--- src/hw/lcd_pkg.sv ---
package lcd_pkg;

	// timing, all in microseconds and scaled by US_CYCLES
	localparam int US_CYCLES = 2; // kept small for simulation
	localparam int POWERUP_US = 500;
	localparam int SETUP_US = 1;
	localparam int E_HIGH_US = 13;
	localparam int SHORT_US = 50;
	localparam int LONG_US = 200; // clear and home

	localparam int POWERUP_CYCLES = POWERUP_US * US_CYCLES;
	localparam int SETUP_CYCLES = SETUP_US * US_CYCLES;
	localparam int E_HIGH_CYCLES = E_HIGH_US * US_CYCLES;
	localparam int SHORT_CYCLES = SHORT_US * US_CYCLES;
	localparam int LONG_CYCLES = LONG_US * US_CYCLES;
	localparam int PWR_CNT_W = $clog2(POWERUP_CYCLES);
	localparam int SLOT_CNT_W = $clog2(LONG_CYCLES);

	localparam int FIFO_DEPTH = 8;
	localparam int FIFO_PTR_W = $clog2(FIFO_DEPTH);
	localparam int FIFO_CNT_W = 4; // holds 0 to FIFO_DEPTH

	localparam logic [3:0] REG_CTRL = 4'h0;
	localparam logic [3:0] REG_DATA = 4'h4;
	localparam logic [3:0] REG_STATUS = 4'h8;

	localparam logic [1:0] RESP_OKAY = 2'b00;
	localparam logic [1:0] RESP_SLVERR = 2'b10;

	typedef struct packed {
		logic lines; // function set
		logic font;
		logic disp_on; // on/off control
		logic cursor_on;
		logic blink;
		logic increment; // entry mode
		logic shift;
	} lcd_cfg_t;

	typedef struct packed {
		logic rs; // 1 for data, 0 for command
		logic [7:0] data;
	} lcd_cmd_t;

	typedef struct packed {
		logic e;
		logic rs;
		logic rw;
		logic [7:0] data;
	} lcd_pins_t;

	typedef struct packed {
		logic awvalid;
		logic [3:0] awaddr;
		logic wvalid;
		logic [31:0] wdata;
		logic bready;
		logic arvalid;
		logic [3:0] araddr;
		logic rready;
	} axil_req_t;

	typedef struct packed {
		logic awready;
		logic wready;
		logic bvalid;
		logic [1:0] bresp;
		logic arready;
		logic rvalid;
		logic [31:0] rdata;
		logic [1:0] rresp;
	} axil_rsp_t;

endpackage

--- src/hw/lcd_axil_regs.sv ---
`timescale 1ns/1ps

module lcd_axil_regs (
	input  logic clk,
	input  logic rst,
	input  lcd_pkg::axil_req_t axil,
	input  logic fifo_full,
	input  logic [lcd_pkg::FIFO_CNT_W-1:0] fifo_count,
	input  logic init_done,
	input  logic bus_active,
	output lcd_pkg::axil_rsp_t axil_rsp,
	output lcd_pkg::lcd_cfg_t cfg,
	output logic start,
	output logic push_valid,
	output lcd_pkg::lcd_cmd_t push_cmd
);

	logic wr_go;
	logic rd_go;
	logic bvalid_q;
	logic rvalid_q;
	logic [1:0] bresp_q;
	logic [1:0] rresp_q;
	logic [31:0] rdata_q;
	logic busy;
	logic [31:0] status_word;

	// address and data must arrive together, one response outstanding
	assign wr_go = axil.awvalid && axil.wvalid && !bvalid_q;
	assign rd_go = axil.arvalid && !rvalid_q;

	// data writes go straight into the queue unless it is full
	assign push_valid = wr_go && axil.awaddr == lcd_pkg::REG_DATA && !fifo_full;
	assign push_cmd = lcd_pkg::lcd_cmd_t'(axil.wdata[8:0]);

	assign busy = bus_active || fifo_count != '0;
	assign status_word = {24'd0, fifo_count, 2'b00, busy, init_done};

	always_comb begin
		axil_rsp.awready = wr_go;
		axil_rsp.wready = wr_go;
		axil_rsp.bvalid = bvalid_q;
		axil_rsp.bresp = bresp_q;
		axil_rsp.arready = rd_go;
		axil_rsp.rvalid = rvalid_q;
		axil_rsp.rdata = rdata_q;
		axil_rsp.rresp = rresp_q;
	end

	// write channel control and config register
	always_ff @(posedge clk) begin
		if (rst) begin
			bvalid_q <= 1'b0;
			cfg <= '0;
			start <= 1'b0;
		end else begin
			start <= 1'b0; // single cycle pulse
			if (wr_go) begin
				bvalid_q <= 1'b1;
				if (axil.awaddr == lcd_pkg::REG_CTRL) begin
					cfg <= lcd_pkg::lcd_cfg_t'(axil.wdata[6:0]);
					start <= axil.wdata[8];
				end
			end else if (bvalid_q && axil.bready) begin
				bvalid_q <= 1'b0;
			end
		end
	end

	// write response code
	always_ff @(posedge clk) begin
		if (wr_go) begin
			case (axil.awaddr)
				lcd_pkg::REG_CTRL: bresp_q <= lcd_pkg::RESP_OKAY;
				lcd_pkg::REG_DATA: begin
					bresp_q <= fifo_full ? lcd_pkg::RESP_SLVERR : lcd_pkg::RESP_OKAY;
				end
				default: bresp_q <= lcd_pkg::RESP_SLVERR; // status is read only
			endcase
		end
	end

	// read channel handshake
	always_ff @(posedge clk) begin
		if (rst) begin
			rvalid_q <= 1'b0;
		end else if (rd_go) begin
			rvalid_q <= 1'b1;
		end else if (rvalid_q && axil.rready) begin
			rvalid_q <= 1'b0;
		end
	end

	// read data held until rready
	always_ff @(posedge clk) begin
		if (rd_go) begin
			case (axil.araddr)
				lcd_pkg::REG_CTRL: begin
					rdata_q <= {25'd0, cfg};
					rresp_q <= lcd_pkg::RESP_OKAY;
				end
				lcd_pkg::REG_STATUS: begin
					rdata_q <= status_word;
					rresp_q <= lcd_pkg::RESP_OKAY;
				end
				default: begin
					rdata_q <= '0; // data reg is write only
					rresp_q <= lcd_pkg::RESP_SLVERR;
				end
			endcase
		end
	end

endmodule

--- src/hw/lcd_cmd_fifo.sv ---
`timescale 1ns/1ps

module lcd_cmd_fifo (
	input  logic clk,
	input  logic rst,
	input  logic push_valid,
	input  lcd_pkg::lcd_cmd_t push_cmd,
	input  logic pop_ready,
	output logic full,
	output logic [lcd_pkg::FIFO_CNT_W-1:0] count,
	output logic pop_valid,
	output lcd_pkg::lcd_cmd_t pop_cmd
);

	lcd_pkg::lcd_cmd_t mem [lcd_pkg::FIFO_DEPTH];
	logic [lcd_pkg::FIFO_PTR_W-1:0] wr_ptr;
	logic [lcd_pkg::FIFO_PTR_W-1:0] rd_ptr;
	logic do_push;
	logic do_pop;

	assign full = count == lcd_pkg::FIFO_CNT_W'(lcd_pkg::FIFO_DEPTH);
	assign pop_valid = count != '0;
	assign pop_cmd = mem[rd_ptr]; // head of queue

	assign do_push = push_valid && !full; // push into a full queue is lost
	assign do_pop = pop_valid && pop_ready;

	// storage
	always_ff @(posedge clk) begin
		if (do_push) begin
			mem[wr_ptr] <= push_cmd;
		end
	end

	// pointers wrap naturally, depth is a power of two
	always_ff @(posedge clk) begin
		if (rst) begin
			wr_ptr <= '0;
			rd_ptr <= '0;
		end else begin
			if (do_push) begin
				wr_ptr <= wr_ptr + 1'b1;
			end
			if (do_pop) begin
				rd_ptr <= rd_ptr + 1'b1;
			end
		end
	end

	always_ff @(posedge clk) begin
		if (rst) begin
			count <= '0;
		end else begin
			case ({do_push, do_pop})
				2'b10: count <= count + 1'b1;
				2'b01: count <= count - 1'b1;
				default: count <= count; // both or neither
			endcase
		end
	end

endmodule

--- src/hw/lcd_init_seq.sv ---
`timescale 1ns/1ps

module lcd_init_seq (
	input  logic clk,
	input  logic rst,
	input  lcd_pkg::lcd_cfg_t cfg,
	input  logic start,
	input  logic in_valid,
	input  lcd_pkg::lcd_cmd_t in_cmd,
	input  logic out_ready,
	output logic in_ready,
	output logic out_valid,
	output lcd_pkg::lcd_cmd_t out_cmd,
	output logic init_done
);

	typedef enum logic [1:0] {
		ST_POWERUP,
		ST_WAIT_START,
		ST_ISSUE,
		ST_DONE
	} state_t;

	state_t state;
	logic [lcd_pkg::PWR_CNT_W-1:0] pwr_cnt;
	logic start_seen;
	logic [1:0] step;
	lcd_pkg::lcd_cfg_t cfg_q;
	logic [7:0] init_byte;

	// init commands built from the config captured at start
	always_comb begin
		case (step)
			2'd0: init_byte = {4'b0011, cfg_q.lines, cfg_q.font, 2'b00};
			2'd1: init_byte = {5'b00001, cfg_q.disp_on, cfg_q.cursor_on, cfg_q.blink};
			2'd2: init_byte = 8'h01; // clear
			default: init_byte = {6'b000001, cfg_q.increment, cfg_q.shift};
		endcase
	end

	assign init_done = state == ST_DONE;

	// host queue passes straight through once init is over
	always_comb begin
		if (state == ST_DONE) begin
			out_valid = in_valid;
			out_cmd = in_cmd;
			in_ready = out_ready;
		end else begin
			out_valid = state == ST_ISSUE;
			out_cmd = '{rs: 1'b0, data: init_byte};
			in_ready = 1'b0;
		end
	end

	always_ff @(posedge clk) begin
		if (rst) begin
			state <= ST_POWERUP;
			pwr_cnt <= '0;
			start_seen <= 1'b0;
			step <= '0;
		end else begin
			if (start) begin
				start_seen <= 1'b1; // may arrive during power-up
			end
			case (state)
				ST_POWERUP: begin
					pwr_cnt <= pwr_cnt + 1'b1;
					if (pwr_cnt == lcd_pkg::PWR_CNT_W'(lcd_pkg::POWERUP_CYCLES - 1)) begin
						state <= ST_WAIT_START;
					end
				end
				ST_WAIT_START: begin
					if (start_seen) begin
						state <= ST_ISSUE;
						step <= '0;
					end
				end
				ST_ISSUE: begin
					if (out_ready) begin
						step <= step + 1'b1;
						if (step == 2'd3) begin
							state <= ST_DONE; // entry mode was the last one
						end
					end
				end
				default: state <= ST_DONE;
			endcase
		end
	end

	// config snapshot so the commands hold steady while valid
	always_ff @(posedge clk) begin
		if (state == ST_WAIT_START) begin
			cfg_q <= cfg;
		end
	end

endmodule

--- src/hw/lcd_bus_timing.sv ---
`timescale 1ns/1ps

module lcd_bus_timing (
	input  logic clk,
	input  logic rst,
	input  logic in_valid,
	input  lcd_pkg::lcd_cmd_t in_cmd,
	output logic in_ready,
	output lcd_pkg::lcd_pins_t lcd,
	output logic active
);

	logic busy_q;
	logic busy_nxt;
	logic [lcd_pkg::SLOT_CNT_W-1:0] cnt_q;
	logic [lcd_pkg::SLOT_CNT_W-1:0] cnt_nxt;
	logic [lcd_pkg::SLOT_CNT_W-1:0] slot_last;
	logic long_q;
	logic accept;
	logic e_q;
	logic rs_q;
	logic [7:0] data_q;

	assign in_ready = !busy_q;
	assign active = busy_q;
	assign accept = in_valid && in_ready;

	// ready comes back in the last pin cycle of the slot
	assign slot_last = long_q ? lcd_pkg::SLOT_CNT_W'(lcd_pkg::LONG_CYCLES - 2)
		: lcd_pkg::SLOT_CNT_W'(lcd_pkg::SHORT_CYCLES - 2);

	always_comb begin
		busy_nxt = busy_q;
		cnt_nxt = cnt_q;
		if (accept) begin
			busy_nxt = 1'b1;
			cnt_nxt = '0; // first setup cycle
		end else if (busy_q) begin
			cnt_nxt = cnt_q + 1'b1;
			if (cnt_q == slot_last) begin
				busy_nxt = 1'b0;
			end
		end
	end

	always_ff @(posedge clk) begin
		if (rst) begin
			busy_q <= 1'b0;
			cnt_q <= '0;
			e_q <= 1'b0;
			rs_q <= 1'b0;
			data_q <= '0;
		end else begin
			busy_q <= busy_nxt;
			cnt_q <= cnt_nxt;
			// enable window after setup
			e_q <= busy_nxt && cnt_nxt >= lcd_pkg::SLOT_CNT_W'(lcd_pkg::SETUP_CYCLES)
				&& cnt_nxt < lcd_pkg::SLOT_CNT_W'(lcd_pkg::SETUP_CYCLES
				+ lcd_pkg::E_HIGH_CYCLES);
			if (accept) begin
				rs_q <= in_cmd.rs;
				data_q <= in_cmd.data;
			end
		end
	end

	// clear and home are the slow instructions
	always_ff @(posedge clk) begin
		if (accept) begin
			long_q <= !in_cmd.rs && in_cmd.data[7:2] == 6'd0;
		end
	end

	always_comb begin
		lcd.e = e_q;
		lcd.rs = rs_q;
		lcd.rw = 1'b0; // write only
		lcd.data = data_q;
	end

endmodule

--- src/hw/lcd_top.sv ---
`timescale 1ns/1ps

module lcd_top (
	input  logic clk,
	input  logic rst,
	input  lcd_pkg::axil_req_t axil,
	output lcd_pkg::axil_rsp_t axil_rsp,
	output lcd_pkg::lcd_pins_t lcd
);

	lcd_pkg::lcd_cfg_t cfg;
	logic start;
	logic push_valid;
	lcd_pkg::lcd_cmd_t push_cmd;
	logic fifo_full;
	logic [lcd_pkg::FIFO_CNT_W-1:0] fifo_count;
	logic q_valid; // queue to sequencer
	logic q_ready;
	lcd_pkg::lcd_cmd_t q_cmd;
	logic s_valid; // sequencer to bus timing
	logic s_ready;
	lcd_pkg::lcd_cmd_t s_cmd;
	logic init_done;
	logic bus_active;

	lcd_axil_regs regs_i (
		.clk(clk),
		.rst(rst),
		.axil(axil),
		.fifo_full(fifo_full),
		.fifo_count(fifo_count),
		.init_done(init_done),
		.bus_active(bus_active),
		.axil_rsp(axil_rsp),
		.cfg(cfg),
		.start(start),
		.push_valid(push_valid),
		.push_cmd(push_cmd)
	);

	lcd_cmd_fifo fifo_i (
		.clk(clk),
		.rst(rst),
		.push_valid(push_valid),
		.push_cmd(push_cmd),
		.pop_ready(q_ready),
		.full(fifo_full),
		.count(fifo_count),
		.pop_valid(q_valid),
		.pop_cmd(q_cmd)
	);

	lcd_init_seq seq_i (
		.clk(clk),
		.rst(rst),
		.cfg(cfg),
		.start(start),
		.in_valid(q_valid),
		.in_cmd(q_cmd),
		.out_ready(s_ready),
		.in_ready(q_ready),
		.out_valid(s_valid),
		.out_cmd(s_cmd),
		.init_done(init_done)
	);

	lcd_bus_timing bus_i (
		.clk(clk),
		.rst(rst),
		.in_valid(s_valid),
		.in_cmd(s_cmd),
		.in_ready(s_ready),
		.lcd(lcd),
		.active(bus_active)
	);

endmodule

--- config.mk ---
export PLATFORM = sky130hd
export DESIGN_NAME = lcd_top
export DESIGN_NICKNAME = d
export VERILOG_FILES = /design/src/hw/lcd_pkg.sv /design/src/hw/lcd_axil_regs.sv /design/src/hw/lcd_cmd_fifo.sv /design/src/hw/lcd_init_seq.sv /design/src/hw/lcd_bus_timing.sv /design/src/hw/lcd_top.sv
export SDC_FILE = /design/constraint.sdc
export NUM_CORES = 1
export LEC_CHECK = 0
export ABC_AREA = 0
export BUFFER_PORTS_ARGS = -buffer_cell sky130_fd_sc_hd__buf_2
export CAP_MARGIN = 20
export CORE_MARGIN = 2
export CORE_UTILIZATION = 29
export CTS_CLUSTER_DIAMETER = 50
export CTS_CLUSTER_SIZE = 24
export DETAILED_ROUTE_END_ITERATION = 12
export GPL_TIMING_DRIVEN = 0
export SLEW_MARGIN = 10
export SYNTH_ARGS = -nofsm -noshare
export SYNTH_HDL_FRONTEND = slang
export SYNTH_HIERARCHICAL = 1
export SYNTH_SLANG_ARGS = --single-unit
--- constraint.sdc ---
create_clock -name clk -period 3.5 [get_ports clk]
set_clock_uncertainty 0.15 [all_clocks]
set_input_delay 0.175 -clock clk [delete_from_list [all_inputs] [get_ports clk]]
set_output_delay 0.175 -clock clk [all_outputs]
set_load 0.02 [all_outputs]
==> run metrics <==
GPL Wtd Cong between 0.7 and 0.8; Hold Crit Class in2reg; Critical Path RT around 3.7 ns; dpl hpwl 9600 um; Die W around 160 um; DR vias between 4000 and 5000; Final Setup Violations 0; CTS clk-pin slew, worst paths 0.06 ns; final hold violation count 0; leak pwr roughly 3.1 nW; diode count 0; CTS tree done; most frequent cells in the layout edfxtp_1 (90), dfxtp_1 (58), buf_2 (50), buf_4 (50), nand2_1 (46); dpl cell area around 0.0077 mm2; CP Capture Type flip-flop; fin crit period approximately 3.1 ns; fin nets between 700 and 800; I/O pin cnt 99; largest net degree at the start of global routing 19; I/O Buffers between 40 and 50; Final period util 89.6%; status completed; initial antenna violation count 0; combinational share of power under 10%; Seq cells post-synth approximately 150; Reg power frac about half; sw frac 21.1%; Synth top area share between 30% and 40%; gr usage total a little under an eighth; commonest non-fill, non-tap cell in the layout edfxtp_1; number of vias per cell 4.35; Critical Path Fanout Max 9; startpoint types flip-flop; Skew-Pair Late Insertion Delay ~0.42 ns; peak supply drop roughly 310 uV; Die Area 0.0250 mm2; Synth cell types 62; TritonRoute pass-1 iters 4; top cells by area, synth edfxtp_1 (39%), dfxtp_1 (17%), mux4_1 (6.9%); Synth area leader edfxtp_1; slew margin rel. 31.6%; Area Growth Syn to Fin 22.6%; Cell Area, Synth ~0.0069 mm2; Synth Instances 548; DRT iter0 DRCs about 160; total number of H-tree levels 4; CTS Sinks between 100 and 150; share of cells above drive strength 1 around a quarter; Final ANT Viol Nets 0; Starting Density between 20 and 30%; WL/cell 14.0 um; Num CTS Buffers 17; CP arrival approximately 3.3 ns; Hold Worst Slack about 0.086 ns; Crit Path Category reg2reg; Fmax achieved approximately 0.32 GHz; Core Region around 0.023 mm2; DRC Markers 0; most common flop cell mapped by yosys edfxtp_1; synth warn 6; Slew Limit Fails 0; Int Pwr about 3.0 mW; power per cell area about 450 mW/mm2; Async SR Flop Fraction 0%; P_sw slightly above 0.8 mW; FP Rows 56; WL final between 10000 and 15000 um; Slew @ Worst Pin between 1 and 1.5 ns; final instance area 0.00845 mm2; Max Cap Viol 0; global-route wire length before repair between 20000 and 25000 um; Bufs on Longest Clock Path 2; synthesized area per cell ~13 um2; vias in the first global route 4128; GR Overflow Total 0; chip height 158 um; number of synthesized flops with an enable pin 90; post-CTS setup buffer count 0; clock root cell clkbuf_16; sequential element share of the synthesized area about 56%; part of the power in the clock network a little under half; RSZ-0062 raised after global routing false
## registers in the layout, summed over array words and instances (netlist names), 4 cells and up, named ones only
| name | cells |
|---|---|
| seq_i/cfg_q | 7 |
| regs_i/cfg | 7 |
| fifo_i/count | 4 |
| bus_i/cnt_q | 9 |
| seq_i/pwr_cnt | 10 |
| regs_i/rdata_q | 8 |
| fifo_i/mem | 72 |
| bus_i/data_q | 8 |
## through the flow
step | setup TNS [ns] | utilization [%] | power (mW) | std cells | setup slack [ns]
2_1_floorplan | 0 | - | 2.01 | 573 | 0.467
3_3_place_gp | -14.55 | 32.6 | 2.05 | 938 | -0.650
3_5_place_dp | -0.00691 | 32.8 | 2.06 | 942 | -0.00691
4_1_cts | 0 | 36.1 | 3.85 | 991 | 0.201
5_1_grt | 0 | 36.1 | 3.94 | 991 | 0.107
6_report | 0 | 36.1 | 3.82 | 991 | 0.364
## routing by layer
metal / up-vias / routed length (um) / track usage [%]
met4: 0 / 81 / 3.47
met3: 8 / 783 / 3.26
met1: 2041 / 6490 / 15.0
li1: 2163 / - / -
met5: - / 0 / 0
met2: 101 / 6470 / 18.8
## path summary, 6_finish.rpt
| kind | start | endpoint | slack [ns] | depth (start not counted) |
|---|---|---|---|---|
| setup / recovery | fifo_i/count[1] | fifo_i/count[2] | 0.36 | 12 |
| hold reg to reg | regs_i/start | seq_i/start_seen | 0.29 | 2 |
| hold / removal | axil[1] | regs_i/rresp_q[1] | 0.09 | 3 |
| setup reg to reg | fifo_i/count[1] | fifo_i/count[2] | 0.36 | 12 |
## repair_timing
action	in CTS	in global routing
resized for setup	1	1
endpoints found under the setup margin	1	1
hold endpoints to repair	81	0
hold buffers	17	0
## cell type report
| class | count | area, um2 |
|---|---|---|
| Sequential cell | 148 | 3860 |
| Tap cell | 319 | 399 |
| Clock inverter | 10 | 96.3 |
| Inverter | 12 | 45.0 |
| Timing Repair Buffer | 67 | 430 |
| Fill cell | 2308 | 14900 |
| Buffer | 67 | 513 |
| Multi-Input combinational cell | 346 | 2610 |
| Clock buffer | 22 | 495 |
## power by group through the flow
stage / clock network (mW) / registers, mW / logic, mW
after floorplan: 0 / 1.91 / 0.107
after global placement: 0 / 1.90 / 0.154
after detailed placement: 0 / 1.90 / 0.156
after CTS: 1.82 / 1.86 / 0.172
after global routing: 1.89 / 1.86 / 0.190
final: 1.78 / 1.86 / 0.172
## logic make-up after synthesis
group                      after synthesis  synth area share, %
other                                    2                0.109
AOI/OAI and AO/OA                       57                 5.30
adders and majority gates               13                 2.36
DFF                                    148                 56.0
and+or+nand+nor                        187                 15.0
muxes                                   44                 10.9
xor gates and xnor gates                18                 2.29
buffers and inverters                   79                 8.09
## worst max-delay path: stages (launching register included)
cell      delay, ns
dfxtp_1        0.48
or4b_1         0.18
buf_2          0.17
inv_1          0.10
nor4bb_4       0.44
nand2_4        0.17
ha_1           0.31
xor2_1         0.17
ha_1           0.18
a21oi_1        0.16
xor2_1         0.09
or3_1          0.31
a21oi_1        0.15
## synthesized netlist by cell type (2+ instances only)
cell type,instances
a211o_1,2
a21oi_1,27
a22oi_1,3
a31oi_1,3
and3_1,5
and3b_1,2
buf_2,4
buf_4,46
buf_6,5
clkbuf_1,7
clkbuf_8,3
conb_1,2
dfxtp_1,58
edfxtp_1,90
ha_1,13
inv_1,12
mux2_1,2
mux2_2,11
mux2i_1,13
mux4_1,18
nand2_1,46
nand2b_1,18
nand3_1,15
nand3b_1,3
nand4_1,2
nor2_1,40
nor2b_1,7
nor3_1,14
nor3_2,2
nor3b_1,5
nor4_1,5
nor4_4,2
nor4bb_1,2
o21ai_0,6
o31a_1,2
o31ai_1,4
or3_1,4
or4_1,4
or4b_1,2
xnor2_1,9
xor2_1,9
(Power assumes the default switching activity.)
